## src/source/uart_cmd_pkg.sv

```systemverilog
package uart_cmd_pkg;

  // Host command word, write flag on top.
  typedef struct packed {
    logic       write;
    logic [6:0] addr;
    logic [7:0] data;    // Don't care on reads.
  } uart_cmd_t;

  typedef enum logic {
    OP_READ  = 1'b0,
    OP_WRITE = 1'b1
  } cmd_op_e;

  // Read result, valid with rsp_vld only.
  typedef struct packed {
    logic [7:0] data;
    logic       parity_err;
    logic       timeout;
  } uart_rsp_t;

  typedef enum logic [2:0] {
    SEQ_IDLE     = 3'd0,
    SEQ_ADDR     = 3'd1,   // Address frame on the line.
    SEQ_GAP      = 3'd2,
    SEQ_DATA     = 3'd3,
    SEQ_WAIT_RSP = 3'd4
  } seq_state_e;

  // One byte of a UART frame.
  typedef logic [7:0] frame_t;

endpackage

```

## src/source/uart_cmd_intake.sv

```systemverilog
module uart_cmd_intake (
  input  logic                    clk,
  input  logic                    rst_n,
  input  uart_cmd_pkg::uart_cmd_t cmd,
  input  logic                    cmd_vld,
  output logic                    cmd_rdy,
  output uart_cmd_pkg::uart_cmd_t pend_cmd,
  output uart_cmd_pkg::cmd_op_e   pend_op,
  output logic                    pend_vld,
  input  logic                    pend_take
);
  import uart_cmd_pkg::*;

  logic accept;

  assign cmd_rdy = !pend_vld;   // Ready exactly when empty.
  assign accept  = cmd_vld && cmd_rdy;

  // Opcode from the write flag.
  assign pend_op = pend_cmd.write ? OP_WRITE : OP_READ;

  // Fill and empty never coincide.
  always_ff @(posedge clk or negedge rst_n)
  begin
    if (!rst_n)
      pend_vld <= 1'b0;
    else if (accept)
      pend_vld <= 1'b1;
    else if (pend_take)
      pend_vld <= 1'b0;
  end

  always_ff @(posedge clk)
  begin
    if (accept)
      pend_cmd <= cmd;
  end

endmodule

```

## src/source/uart_frame_tx.sv

```systemverilog
module uart_frame_tx #(
  parameter int unsigned CLKS_PER_BIT = 434
) (
  input  logic                 clk,
  input  logic                 rst_n,
  input  uart_cmd_pkg::frame_t tx_byte,
  input  logic                 tx_start,
  output logic                 tx_busy,
  output logic                 tx
);

  localparam int unsigned      CNT_W    = (CLKS_PER_BIT > 1) ? $clog2(CLKS_PER_BIT) : 1;
  localparam logic [CNT_W-1:0] BIT_LAST = CNT_W'(CLKS_PER_BIT - 1);
  localparam logic [3:0]       IDX_STOP = 4'd10;

  logic [CNT_W-1:0] clk_cnt;   // Cycle within the bit.
  logic [3:0]       bit_idx;   // 0 is start, 10 is stop.
  logic [9:0]       shreg;     // Bits still to send.
  logic             bit_end;
  logic             load;

  assign bit_end = (clk_cnt == BIT_LAST);
  assign load    = tx_start && !tx_busy;

  always_ff @(posedge clk or negedge rst_n)
  begin
    if (!rst_n)
    begin
      tx_busy <= 1'b0;
      tx      <= 1'b1;
      clk_cnt <= '0;
      bit_idx <= '0;
    end
    else if (!tx_busy)
    begin
      if (tx_start)
      begin
        tx_busy <= 1'b1;
        tx      <= 1'b0;   // Start bit.
        clk_cnt <= '0;
        bit_idx <= '0;
      end
    end
    else if (!bit_end)
      clk_cnt <= clk_cnt + CNT_W'(1);
    else
    begin
      clk_cnt <= '0;
      if (bit_idx == IDX_STOP)
        tx_busy <= 1'b0;   // Stop bit done, line stays high.
      else
      begin
        tx      <= shreg[0];
        bit_idx <= bit_idx + 4'd1;
      end
    end
  end

  // Data LSB first, then even parity, then stop.
  always_ff @(posedge clk)
  begin
    if (load)
      shreg <= {1'b1, ^tx_byte, tx_byte};
    else if (tx_busy && bit_end)
      shreg <= {1'b1, shreg[9:1]};
  end

endmodule

```

## src/source/uart_frame_rx.sv

```systemverilog
module uart_frame_rx #(
  parameter int unsigned CLKS_PER_BIT = 434
) (
  input  logic                 clk,
  input  logic                 rst_n,
  input  logic                 rx,
  output uart_cmd_pkg::frame_t rx_byte,
  output logic                 rx_perr,
  output logic                 rx_done,
  output logic                 rx_active
);

  typedef enum logic [1:0] {
    RX_IDLE  = 2'd0,
    RX_START = 2'd1,
    RX_BITS  = 2'd2,
    RX_STOP  = 2'd3
  } rx_state_e;

  localparam int unsigned      CNT_W     = (CLKS_PER_BIT > 1) ? $clog2(CLKS_PER_BIT) : 1;
  localparam logic [CNT_W-1:0] BIT_LAST  = CNT_W'(CLKS_PER_BIT - 1);
  localparam logic [CNT_W-1:0] HALF_LAST = CNT_W'(CLKS_PER_BIT / 2 - 1);

  rx_state_e        state;
  logic             rx_meta;
  logic             rx_sync;
  logic [CNT_W-1:0] clk_cnt;
  logic [3:0]       bit_idx;
  logic [8:0]       shreg;     // Data and parity, LSB arrives first.
  logic             sample;

  assign rx_active = (state != RX_IDLE);
  assign sample    = (clk_cnt == BIT_LAST);

  always_ff @(posedge clk or negedge rst_n)
  begin
    if (!rst_n)
    begin
      rx_meta <= 1'b1;
      rx_sync <= 1'b1;
    end
    else
    begin
      rx_meta <= rx;
      rx_sync <= rx_meta;
    end
  end

  always_ff @(posedge clk or negedge rst_n)
  begin
    if (!rst_n)
    begin
      state   <= RX_IDLE;
      clk_cnt <= '0;
      bit_idx <= '0;
      rx_done <= 1'b0;
    end
    else
    begin
      rx_done <= 1'b0;
      clk_cnt <= clk_cnt + CNT_W'(1);
      case (state)
        RX_IDLE:
        begin
          clk_cnt <= '0;
          if (!rx_sync)
            state <= RX_START;
        end
        RX_START:
          if (clk_cnt == HALF_LAST)
          begin
            clk_cnt <= '0;
            bit_idx <= '0;
            state   <= rx_sync ? RX_IDLE : RX_BITS;   // Glitch if high again.
          end
        RX_BITS:
          if (sample)
          begin
            clk_cnt <= '0;
            bit_idx <= bit_idx + 4'd1;
            if (bit_idx == 4'd8)
              state <= RX_STOP;
          end
        RX_STOP:
          if (sample)
          begin
            rx_done <= 1'b1;
            state   <= RX_IDLE;
          end
        default: state <= RX_IDLE;
      endcase
    end
  end

  always_ff @(posedge clk)
  begin
    if (state == RX_BITS && sample)
      shreg <= {rx_sync, shreg[8:1]};
    if (state == RX_STOP && sample)
    begin
      rx_byte <= shreg[7:0];
      rx_perr <= (^shreg) | !rx_sync;   // Odd ones count or missing stop.
    end
  end

endmodule

```

## src/source/uart_cmd_sequencer.sv

```systemverilog
module uart_cmd_sequencer #(
  parameter int unsigned GAP_BITS      = 16,
  parameter int unsigned RSP_WAIT_BITS = 40,
  parameter int unsigned CLKS_PER_BIT  = 434
) (
  input  logic                    clk,
  input  logic                    rst_n,
  input  uart_cmd_pkg::uart_cmd_t pend_cmd,
  input  uart_cmd_pkg::cmd_op_e   pend_op,
  input  logic                    pend_vld,
  output logic                    pend_take,
  output uart_cmd_pkg::frame_t    tx_byte,
  output logic                    tx_start,
  input  logic                    tx_busy,
  input  uart_cmd_pkg::frame_t    rx_byte,
  input  logic                    rx_perr,
  input  logic                    rx_done,
  output uart_cmd_pkg::uart_rsp_t rsp,
  output logic                    rsp_vld
);
  import uart_cmd_pkg::*;

  localparam int unsigned GAP_CYC  = GAP_BITS * CLKS_PER_BIT;
  localparam int unsigned WAIT_CYC = RSP_WAIT_BITS * CLKS_PER_BIT;
  localparam int unsigned MAX_CYC  = (GAP_CYC > WAIT_CYC) ? GAP_CYC : WAIT_CYC;
  localparam int unsigned CNT_W    = $clog2(MAX_CYC + 1);

  seq_state_e       state;
  cmd_op_e          cur_op;
  frame_t           cur_data;
  logic [CNT_W-1:0] cnt;         // Shared by gap and reply timeout.
  logic             frame_done;
  logic             cnt_zero;

  assign pend_take  = (state == SEQ_IDLE) && pend_vld;
  // tx_busy is still low in the cycle of the start pulse.
  assign frame_done = !tx_start && !tx_busy;
  assign cnt_zero   = (cnt == '0);

  always_ff @(posedge clk or negedge rst_n)
  begin
    if (!rst_n)
    begin
      state    <= SEQ_IDLE;
      cur_op   <= OP_READ;
      cnt      <= '0;
      tx_start <= 1'b0;
      rsp_vld  <= 1'b0;
    end
    else
    begin
      tx_start <= 1'b0;
      rsp_vld  <= 1'b0;
      case (state)
        SEQ_IDLE:
          if (pend_take)
          begin
            state    <= SEQ_ADDR;
            cur_op   <= pend_op;
            tx_start <= 1'b1;
          end
        SEQ_ADDR:
          if (frame_done)
          begin
            if (cur_op == OP_WRITE)
            begin
              state <= SEQ_GAP;
              cnt   <= CNT_W'(GAP_CYC - 1);
            end
            else
            begin
              state <= SEQ_WAIT_RSP;
              cnt   <= CNT_W'(WAIT_CYC - 1);
            end
          end
        SEQ_GAP:
          if (cnt_zero)
          begin
            state    <= SEQ_DATA;
            tx_start <= 1'b1;
          end
          else
            cnt <= cnt - CNT_W'(1);
        SEQ_DATA:
          if (frame_done)
            state <= SEQ_IDLE;
        SEQ_WAIT_RSP:
          if (rx_done || cnt_zero)
          begin
            state   <= SEQ_IDLE;
            rsp_vld <= 1'b1;
          end
          else
            cnt <= cnt - CNT_W'(1);
        default: state <= SEQ_IDLE;
      endcase
    end
  end

  always_ff @(posedge clk)
  begin
    if (pend_take)
    begin
      tx_byte  <= {pend_op == OP_WRITE, pend_cmd.addr};   // Write flag in bit 7.
      cur_data <= pend_cmd.data;
    end
    else if (state == SEQ_GAP)
      tx_byte <= cur_data;

    if (state == SEQ_WAIT_RSP)
    begin
      if (rx_done)
      begin
        rsp.data       <= rx_byte;
        rsp.parity_err <= rx_perr;
        rsp.timeout    <= 1'b0;
      end
      else if (cnt_zero)
      begin
        rsp.data       <= 8'h00;
        rsp.parity_err <= 1'b0;
        rsp.timeout    <= 1'b1;
      end
    end
  end

endmodule

```

## src/source/uart_cmd_top.sv

```systemverilog
module uart_cmd_top #(
  parameter int unsigned CLKS_PER_BIT  = 434,
  parameter int unsigned GAP_BITS      = 16,
  parameter int unsigned RSP_WAIT_BITS = 40
) (
  input  logic                    clk,
  input  logic                    rst_n,
  input  uart_cmd_pkg::uart_cmd_t cmd,
  input  logic                    cmd_vld,
  output logic                    cmd_rdy,
  input  logic                    rx,
  output logic                    tx,
  output uart_cmd_pkg::uart_rsp_t rsp,
  output logic                    rsp_vld
);
  import uart_cmd_pkg::*;

  uart_cmd_t pend_cmd;
  cmd_op_e   pend_op;
  logic      pend_vld;
  logic      pend_take;
  frame_t    tx_byte;
  logic      tx_start;
  logic      tx_busy;
  frame_t    rx_byte;
  logic      rx_perr;
  logic      rx_done;

  uart_cmd_intake u_intake (
    .clk       (clk),
    .rst_n     (rst_n),
    .cmd       (cmd),
    .cmd_vld   (cmd_vld),
    .cmd_rdy   (cmd_rdy),
    .pend_cmd  (pend_cmd),
    .pend_op   (pend_op),
    .pend_vld  (pend_vld),
    .pend_take (pend_take)
  );

  uart_cmd_sequencer #(
    .GAP_BITS      (GAP_BITS),
    .RSP_WAIT_BITS (RSP_WAIT_BITS),
    .CLKS_PER_BIT  (CLKS_PER_BIT)
  ) u_seq (
    .clk       (clk),
    .rst_n     (rst_n),
    .pend_cmd  (pend_cmd),
    .pend_op   (pend_op),
    .pend_vld  (pend_vld),
    .pend_take (pend_take),
    .tx_byte   (tx_byte),
    .tx_start  (tx_start),
    .tx_busy   (tx_busy),
    .rx_byte   (rx_byte),
    .rx_perr   (rx_perr),
    .rx_done   (rx_done),
    .rsp       (rsp),
    .rsp_vld   (rsp_vld)
  );

  uart_frame_tx #(
    .CLKS_PER_BIT (CLKS_PER_BIT)
  ) u_tx (
    .clk      (clk),
    .rst_n    (rst_n),
    .tx_byte  (tx_byte),
    .tx_start (tx_start),
    .tx_busy  (tx_busy),
    .tx       (tx)
  );

  // Receiver runs free, the sequencer looks at it only while waiting.
  uart_frame_rx #(
    .CLKS_PER_BIT (CLKS_PER_BIT)
  ) u_rx (
    .clk       (clk),
    .rst_n     (rst_n),
    .rx        (rx),
    .rx_byte   (rx_byte),
    .rx_perr   (rx_perr),
    .rx_done   (rx_done),
    .rx_active ()
  );

endmodule

```

## config.mk

```make
export PLATFORM = sky130hd
export DESIGN_NAME = uart_cmd_top
export DESIGN_NICKNAME = d
export VERILOG_FILES = /design/src/source/uart_cmd_pkg.sv /design/src/source/uart_cmd_intake.sv /design/src/source/uart_frame_tx.sv /design/src/source/uart_frame_rx.sv /design/src/source/uart_cmd_sequencer.sv /design/src/source/uart_cmd_top.sv
export SDC_FILE = /design/constraint.sdc
export NUM_CORES = 1
export LEC_CHECK = 0
export BUFFER_PORTS_ARGS = -buffer_cell sky130_fd_sc_hd__buf_2
export CORE_MARGIN = 5
export CORE_UTILIZATION = 44
export DETAILED_ROUTE_END_ITERATION = 8
export GPL_TIMING_DRIVEN = 0
export PLACE_DENSITY_LB_ADDON = 0.2
export SLEW_MARGIN = 20
export SYNTH_ARGS = -nofsm -noshare
export SYNTH_HDL_FRONTEND = slang
export SYNTH_SLANG_ARGS = --single-unit
```

## constraint.sdc

```tcl
create_clock -name clk -period 2.65 [get_ports clk]
set_input_delay 0.3975 -clock clk [delete_from_list [all_inputs] [get_ports clk]]
set_output_delay 0.3975 -clock clk [all_outputs]
set_load 0.05 [all_outputs]
```

# Yosys cells after proc, flatten, opt, wreduce, memory -nomap -nowiden
# Index checks and enable logic that the tools add are counted.
# totals
reg_bits	124
input_bits	20
word_cells	147
# op_classes
addsub	5
n_eq_ne	26
n_mux	56
bitwise_logic	1
n_reduce_logical	31
# ops
operator	count
$mux W9	7
$mux W15	4
$pmux W15 S3	1
$pmux W9 S3	1
$mux W4	6
$mux W10	2
$add A9 B1 Y9 const B	2
$eq A9 B9 Y1 const B	2
$mux W3	6
$mux W1	17
$mux W8	2
$ne A2 B1 Y1 const B	8
$logic_not A15 Y1	1
$pmux W3 S5	1
$sub A15 B1 Y15 const B	1
$mux W2	6
$ne A2 B2 Y1 const B	6
$reduce_bool A2 Y1	6
$reduce_and A5 Y1	2
$eq A9 B8 Y1 const B	1
$reduce_xor A9 Y1	1
$add A4 B1 Y4 const B	2
$eq A4 B4 Y1 const B	2
$pmux W2 S4	1
18 further kinds	31

# Depth between registers and ports, before layout
# Gate-level depths: netlist of run 1.
# depth
ltp_word	4
ltp_mapped	7

# By module
# Synthesis of run 1 repeated with hierarchy kept, for this count alone.
# hier_totals
cells_unflattened	447
area_unflattened_um2	5631.7
# modules_own_cells
module	instances	cells_each	area_per_inst_um2
uart_cmd_sequencer	1	191	2228.4
uart_frame_rx	1	117	1580.3
uart_frame_tx	1	118	1290.0
uart_cmd_intake	1	21	533.0

# Worst setup path before layout of run 1
# Ideal clock, no wire load.
# synth_path
kind	reg2reg
from	register u_seq.cnt[0]
to	register u_seq.rsp[0] (netlist name)
setup_ns	0.395
t_arrival_ns	2.093
required_ns	2.255
slack_ns	0.162
path_stages_with_launch	6
period_less_slack_ns	2.488
path_cell_list	dfrtp_1 inv_1 ha_1 nor3b_1 nand4_1 a211oi_1
# synth_between
elab_chain_cells	3
# synth_lines
item	line_no	text
start: declaration	uart_cmd_sequencer.sv:31	logic [CNT_W-1:0] cnt;
start signal: assignment	uart_cmd_sequencer.sv:68	cnt <= CNT_W'(GAP_CYC - 1);
start signal: assignment	uart_cmd_sequencer.sv:73	cnt <= CNT_W'(WAIT_CYC - 1);
start signal: assignment	uart_cmd_sequencer.sv:83	cnt <= cnt - CNT_W'(1);
$logic_not A15 Y1	uart_cmd_sequencer.sv:38	assign cnt_zero = (cnt == '0);
$reduce_bool A2 Y1 (no source line)	--	
$reduce_and A2 Y1 (no source line)	--	
# Every way passes these cells.
# A chain may end at the register's enable or synchronous reset.

# Worst setup path in the final report of run 1
# layout_path
from	register u_seq.state[0]
to	register u_seq.tx_byte[5], data pin
# layout_between
elab_chain_cells	3
# layout_lines
item	line_no	text
start: declaration	uart_cmd_sequencer.sv:28	seq_state_e state;
start signal: assignment	uart_cmd_sequencer.sv:44	state <= SEQ_IDLE;
start signal: assignment	uart_cmd_sequencer.sv:58	state <= SEQ_ADDR;
start signal: assignment	uart_cmd_sequencer.sv:67	state <= SEQ_GAP;
$logic_not A3 Y1	uart_cmd_sequencer.sv:35	assign pend_take = (state == SEQ_IDLE) && pend_vld;
$logic_and A1 B1 Y1	uart_cmd_sequencer.sv:35	
net pend_take	uart_cmd_top.sv:21	logic pend_take;
$mux W8	uart_cmd_sequencer.sv:102	if (pend_take)
end signal: assignment	uart_cmd_sequencer.sv:104	tx_byte <= {pend_op == OP_WRITE, pend_cmd.addr};
end signal: assignment	uart_cmd_sequencer.sv:108	tx_byte <= cur_data;
end: declaration	uart_cmd_sequencer.sv:12	output uart_cmd_pkg::frame_t tx_byte,
# The timed path passes the listed nets, and every way through them passes these cells.

==> impl_metrics.yaml, run 1 <==
outcome:
  status: "complete, no violations"
sta:
  finalHoldViolations: 0
  finalSetupViolCount: 0
  rsz0062_at_grt: "false"
  fin_crit_ns: 2.53
  worstMarginPinSlew_ns: 1.04
  maxSlewViolCount: 0
  maxSlewHeadroom_pct: 29.7
  fmax_ghz: 0.396
  timing.final.crit_share_pct: 95.4
  fin_skew_ns: 0.00753
yosys:
  synth-edff-count: 69
  ys_ff_latch: 124
  syn_inst: 430
  ys_types: 70
  synthFlopType: "edfxtp_1"
  avgSynthCellArea_um2: 13.0
  synth_commonest_cells: "edfxtp_1 (69), dfrtp_1 (52), nor2_1 (24)"
  yosys-top-cells-area: "edfxtp_1 (37%), dfrtp_1 (23%), ha_1 (3.6%), mux2_2 (3.2%), xnor2_1 (2.8%)"
  yosysMostFrequentCell: "edfxtp_1"
  yosysWarnings: 0
  syn_nets: 466
  async_reset_ff_share_pct: 44.4
  synth.cell_area_um2: 5600
  synth_seq_area_share_pct: 61.7
  synth_top_area_cell: "edfxtp_1"
  synth_top_area_share_pct: 37.0
critical_path:
  cp.arrival_ns: 2.69
  max_stage_delay_ns: 0.85
  crit_path_start_kind: "register"
  cpMaxStageDelayCell: "nor4_1"
  worstSetupPathType: "register to register"
  end_kind: "register"
  reg2reg_to: "u_seq.tx_byte[5]"
  crit_required_ns: 2.81
  worstRegToRegCells: 4
  regToRegSetupSlack_ns: 0.12
  cp_cell_sequence: "clkbuf_8, nor4_1, buf_2, mux2_2"
  r2r_start: "u_seq.state[0]"
  crit_buf_inv: 2
  cpLargestDelayFamily: "simple AND/OR/NAND/NOR gates"
  critPathMaxFanout: 17
power:
  comb_power_share_pct: 13.2
  power_uw: 5510
  clkPwrFrac_pct: 40.6
  vdd_drop_max_mv: 0.553
  sequentialPowerShare_pct: 46.2
  power.density_nw_per_um2: 838
  leakagePower_uw: 0.00259
  switching_share_pct: 26.8
  intPower_uw: 4030
  switching_power_uw: 1480
drt:
  firstDrtPassIters: 4
  drt-total-wl_um: 9790
  vias_per_cell: 5.24
  drc: 0
  wl_per_cell_um: 14.7
  num_vias: 3488
  drtIter0Drc: 280
  ant_nets: 0
grt:
  overflow: 0
  antenna_found_initial: 0
  grt_pass1_vias: 3461
  grt_max_degree: 56
  grt_pass1_wl_um: 16800
  track_usage_pct: 14.5
cells_and_area:
  final_cell_area_um2: 6580
  layout-drive-gt1-share_pct: 22.1
  n_fill_cell: 1080
  layout.nets: 517
  diodes: 0
  area_delta_synth_final_pct: 17.5
cts:
  cts_buffer_depth: 2
  clk_latency_ns: 0.41
  clk_transition_reported_paths_ns: 0.06
  post-cts-setup-buffer-count: 0
  cts.sinks: 124
  tritoncts: "done"
  htree_levels: 4
  cts_root_buf: "clkbuf_16"
  cts_made_buffers: 17
placement:
  port_buffers: 32
  place_area_um2: 5990
  dp_hpwl_um: 6660
  gp_congestion: 0.824
die:
  die_w_um: 123
  dieHeight_um: 123
  die_area_um2: 15100
  core_um2: 12600
  start_util_pct: 44.5
  ios: 33
  rows: 41
worst_hold_path:
  hold_path.class: "input pin to asynchronous set/reset pin"
run:
  maxCapViolations: 0
[worst reg2reg max path, cell delays in order (launching register included)]
cell and delay, ns:
dfrtp_1 0.38, clkbuf_8 0.17, nor4_1 0.85, buf_2 0.49, mux2_2 0.39
[cell type report]
type	count	area [um2]	share of cell area, %
Multi-Input combinational cell	271	2010	30.5
Inverter	23	86.3	1.31
Clock buffer	18	429	6.53
Timing Repair Buffer	32	163	2.47
Tap cell	172	215	3.27
Clock inverter	14	145	2.21
Buffer	12	77.6	1.18
Sequential cell	124	3450	52.5
[state kept, by name, indices dropped and copies added (netlist names), 8 cells and up, named ones only]
| signal | cells |
|---|---|
| u_seq.tx_byte | 8 |
| u_tx.shreg | 9 |
| u_rx.rx_byte | 8 |
| u_rx.shreg | 9 |
| u_rx.clk_cnt | 9 |
| u_tx.clk_cnt | 9 |
| u_seq.cur_data | 8 |
| u_seq.cnt | 15 |
| u_seq.rsp | 10 |
| u_intake.pend_cmd | 16 |
[power by group through the flow]
| stage | Sequential, uW | Clock [uW] | Combinational (uW) |
|---|---|---|---|
| floorplan | 2510 | 0 | 583 |
| global placement | 2570 | 0 | 712 |
| detailed placement | 2580 | 0 | 735 |
| CTS | 2540 | 2300 | 737 |
| global route | 2580 | 2400 | 829 |
| finish | 2550 | 2230 | 728 |
[metal layers]
layer	wire length (um)	global-route usage (%)
met5	0	0
met4	67	5.67
met3	391	4.75
met2	4760	22.9
met1	4570	18.5
[how the worst max path moves through the flow]
stage	cells after the start	startpoint	slack (ns)	end
after global placement	5	u_seq.cnt[0]	-0.39	u_seq.rsp[3]
after CTS	5	u_seq.cnt[0]	0.05	u_seq.rsp[1]
after detailed placement	5	u_seq.cnt[0]	0.06	u_seq.rsp[4]
final	4	u_seq.state[0]	0.12	u_seq.tx_byte[5]
after global routing	4	u_intake.pend_vld	0.02	u_seq.tx_byte[5]
after floorplan	5	u_seq.cnt[0]	0.16	u_seq.rsp[0]
[cell families after synthesis]
family,Yosys count,share of synthesized area (%)
AOI/OAI and AO/OA,69,8.94
xor gates and xnor gates,24,4.00
adders and majority gates,16,3.58
buffers and inverters,35,2.93
DFF,124,61.7
muxes,26,5.01
and+or+nand+nor,136,13.8
[what timing repair did]
action                     in CTS  in global routing
hold buffers                    0                  0
setup endpoints to repair       0                 19
resized for setup               0                  2
[stage by stage]
step | hold slack (ns) | std cells | util (%) | worst slack, ns | TNS (ns)
global route | 0.0650 | 666 | 52.3 | 0.0170 | 0
floorplan | 0.102 | 430 | - | 0.162 | 0
detailed placement | 0.348 | 634 | 47.7 | 0.0622 | 0
finish | 0.0377 | 666 | 52.3 | 0.122 | 0
global placement | 0.347 | 634 | 47.5 | -0.395 | -4.18
CTS | 0.0607 | 666 | 52.2 | 0.0520 | 0
[layout by cell type (no fill, tap or decap), types with 4 or more instances in the layout]
master and count:
and2_1 10, o211ai_1 5, xor2_1 5, mux2i_1 10, nand4_1 9, a21oi_1 11, clkinv_4 4, inv_1 23
or4_1 5, nand2_1 19, mux2_2 16, nor2_1 23, or3_1 7, nor3_1 6, xnor2_1 18, buf_2 34
nand3_1 12, edfxtp_1 69, and3_1 8, clkbuf_16 17, ha_1 16, clkbuf_1 6, nor2b_1 4, clkinv_2 4
nor4_1 4, dfrtp_1 52, o21ai_0 11
Note: power is estimated with default switching activity, not from simulation.
==> run 2: changes to the inputs <==
- CORE_MARGIN: 5 -> 2
- GPL_TIMING_DRIVEN: 0 -> unset
==> run 2 against run 1 <==
Against the previous run:
- non-clock buffer count grew 3
- largest power group unchanged
- die area shrank 9.5%
- via count grew 1.4%
- routed wire length grew 4.2%
- clock power grew 9%
- sequential power is essentially flat
- final area grew 0.86%
- setup slack gained 0.32 ns
- worst hold slack gained 0.0022 ns
- final cell count grew 0.45%
- total power grew 3.4%
- global-route usage grew 2.4 points
==> impl_metrics.yaml, run 2 (synthesis results as in run 1) <==
power:
  leakagePower_uw: 0.00263
  vdd_drop_max_mv: 0.532
  clkPwrFrac_pct: 42.4
  comb_power_share_pct: 12.4
  switching_share_pct: 26.2
  switching_power_uw: 1490
  sequentialPowerShare_pct: 45.2
  intPower_uw: 4210
  power.density_nw_per_um2: 859
drt:
  drc: 0
  vias_per_cell: 5.29
  drtIter0Drc: 187
  firstDrtPassIters: 4
  ant_nets: 0
  wl_per_cell_um: 15.2
  drt-total-wl_um: 10200
  num_vias: 3537
die:
  ios: 33
  die_area_um2: 13600
  core_um2: 12500
  start_util_pct: 44.7
  die_w_um: 117
  rows: 41
  dieHeight_um: 117
critical_path:
  worstRegToRegCells: 6
  cp.arrival_ns: 2.47
  crit_buf_inv: 1
  r2r_start: "u_seq.cnt[0]"
  crit_path_start_kind: "register"
  cp_num_cells: 6
  cpMaxStageDelayCell: "a21oi_1"
  reg2reg_to: "u_seq.cnt[4]"
  endpoint: "u_seq.cnt[4]"
  startpoint: "u_seq.cnt[0]"
  cpLargestDelayFamily: "compound AO/OA/AOI/OAI gates"
  end_kind: "register"
  crit_required_ns: 2.91
  cp_cell_sequence: "inv_1, ha_1, nor3b_1, nand4_1, a21oi_1, o221ai_1"
  max_stage_delay_ns: 0.52
  regToRegSetupSlack_ns: 0.44
  worstSetupPathType: "register to register"
  critPathMaxFanout: 6
cells_and_area:
  layout.nets: 520
  top_register: "u_intake.pend_cmd"
  diodes: 0
  final_cell_mix: "edfxtp_1 (69), dfrtp_1 (52), buf_2 (32)"
  n_fill_cell: 1105
  largestRegisters: "u_intake.pend_cmd: 16 flops, u_seq.cnt: 15 flops, u_seq.rsp: 10 flops"
  mostFrequentLayoutCell: "edfxtp_1"
  largest_reg_flops: 16
  final_util_pct: 53.0
  area_delta_synth_final_pct: 18.5
  layout-drive-gt1-share_pct: 22.5
  fin_cells: 669
cts:
  clk_latency_ns: 0.41
  htree_levels: 4
  tritoncts: "done"
  cts_root_buf: "clkbuf_16"
  post_cts_resized: 0
  cts-hold-fix-buffers: 0
  cts_buffer_depth: 2
  cts.sinks: 124
  clk_transition_reported_paths_ns: 0.06
  cts_made_buffers: 17
  post-cts-setup-buffer-count: 0
sta:
  fin_skew_ns: 0.00639
  maxSlewViolCount: 0
  maxSlewHeadroom_pct: 51.3
  fin_crit_ns: 2.21
  timing.final.crit_share_pct: 83.3
  finalHoldViolations: 0
  setup_slack_ns: 0.442
  finalSetupViolCount: 0
  worstMarginPinSlew_ns: 0.723
  setup_tns_ns: 0
  rsz0062_at_grt: "false"
  fmax_ghz: 0.453
worst_hold_path:
  hold_path.class: "input pin to asynchronous set/reset pin"
grt:
  antenna_found_initial: 0
  grt_pass1_wl_um: 17300
  grt_max_degree: 32
  grt_pass1_vias: 3601
  track_usage_pct: 16.8
  overflow: 0
placement:
  pre_cts_slack_ns: 0.468
  port_buffers: 32
  gp_congestion: 0.848
  dp_hpwl_um: 6920
  dp.cells: 637
outcome:
  status: "complete, no violations"
run:
  maxCapViolations: 0
## run 2: metrics by stage
step                hold slack, ns  area [um2]  power, uW
global placement             0.348        6010       3270
CTS                         0.0547        6630       5760
global route                0.0545        6630       5980
detailed placement           0.349        6010       3300
finish                      0.0399        6630       5700
floorplan                    0.102        5600       3090
## run 2: worst min path at each step
stage	cells after the start	slack [ns]	endpoint
3_5_place_dp	0	0.35	u_rx.rx_sync
4_1_cts	1	0.05	u_seq.cnt[13]
5_1_grt	1	0.05	u_rx.rx_meta
6_report	1	0.04	u_seq.cnt[13]
3_3_place_gp	0	0.35	u_rx.rx_sync
2_1_floorplan	0	0.10	asynchronous set/reset pin
## run 2: metal layers
layer	global-route usage (%)	routed length (um)	part of all wire, %	vias up
met5	0	0	0	-
met4	7.76	199	2.0	0
met3	5.61	414	4.1	18
met2	25.9	4850	48	74
met1	21.7	4740	46	1727
li1	-	-	-	1718
## run 2: area by class of cell
class	instances	area, um2	share of cell area, %
Sequential cell	124	3450	52.1
Multi-Input combinational cell	271	1990	29.9
Clock buffer	18	429	6.47
Timing Repair Buffer	47	273	4.11
Tap cell	172	215	3.25
Clock inverter	14	190	2.87
Inverter	23	86.3	1.30
## run 2: worst register-to-register path: stages, from the launching register on
cell and delay [ns]:
dfrtp_1 0.39, inv_1 0.10, ha_1 0.20, nor3b_1 0.33, nand4_1 0.33, a21oi_1 0.52
o221ai_1 0.18
## run 2: power by group through the flow
stage          registers (uW)  clock network (uW)  logic (uW)
2_1_floorplan            2510                   0         583
3_3_place_gp             2590                   0         682
3_5_place_dp             2600                   0         705
4_1_cts                  2570                2480         715
5_1_grt                  2620                2570         797
6_report                 2580                2420         705
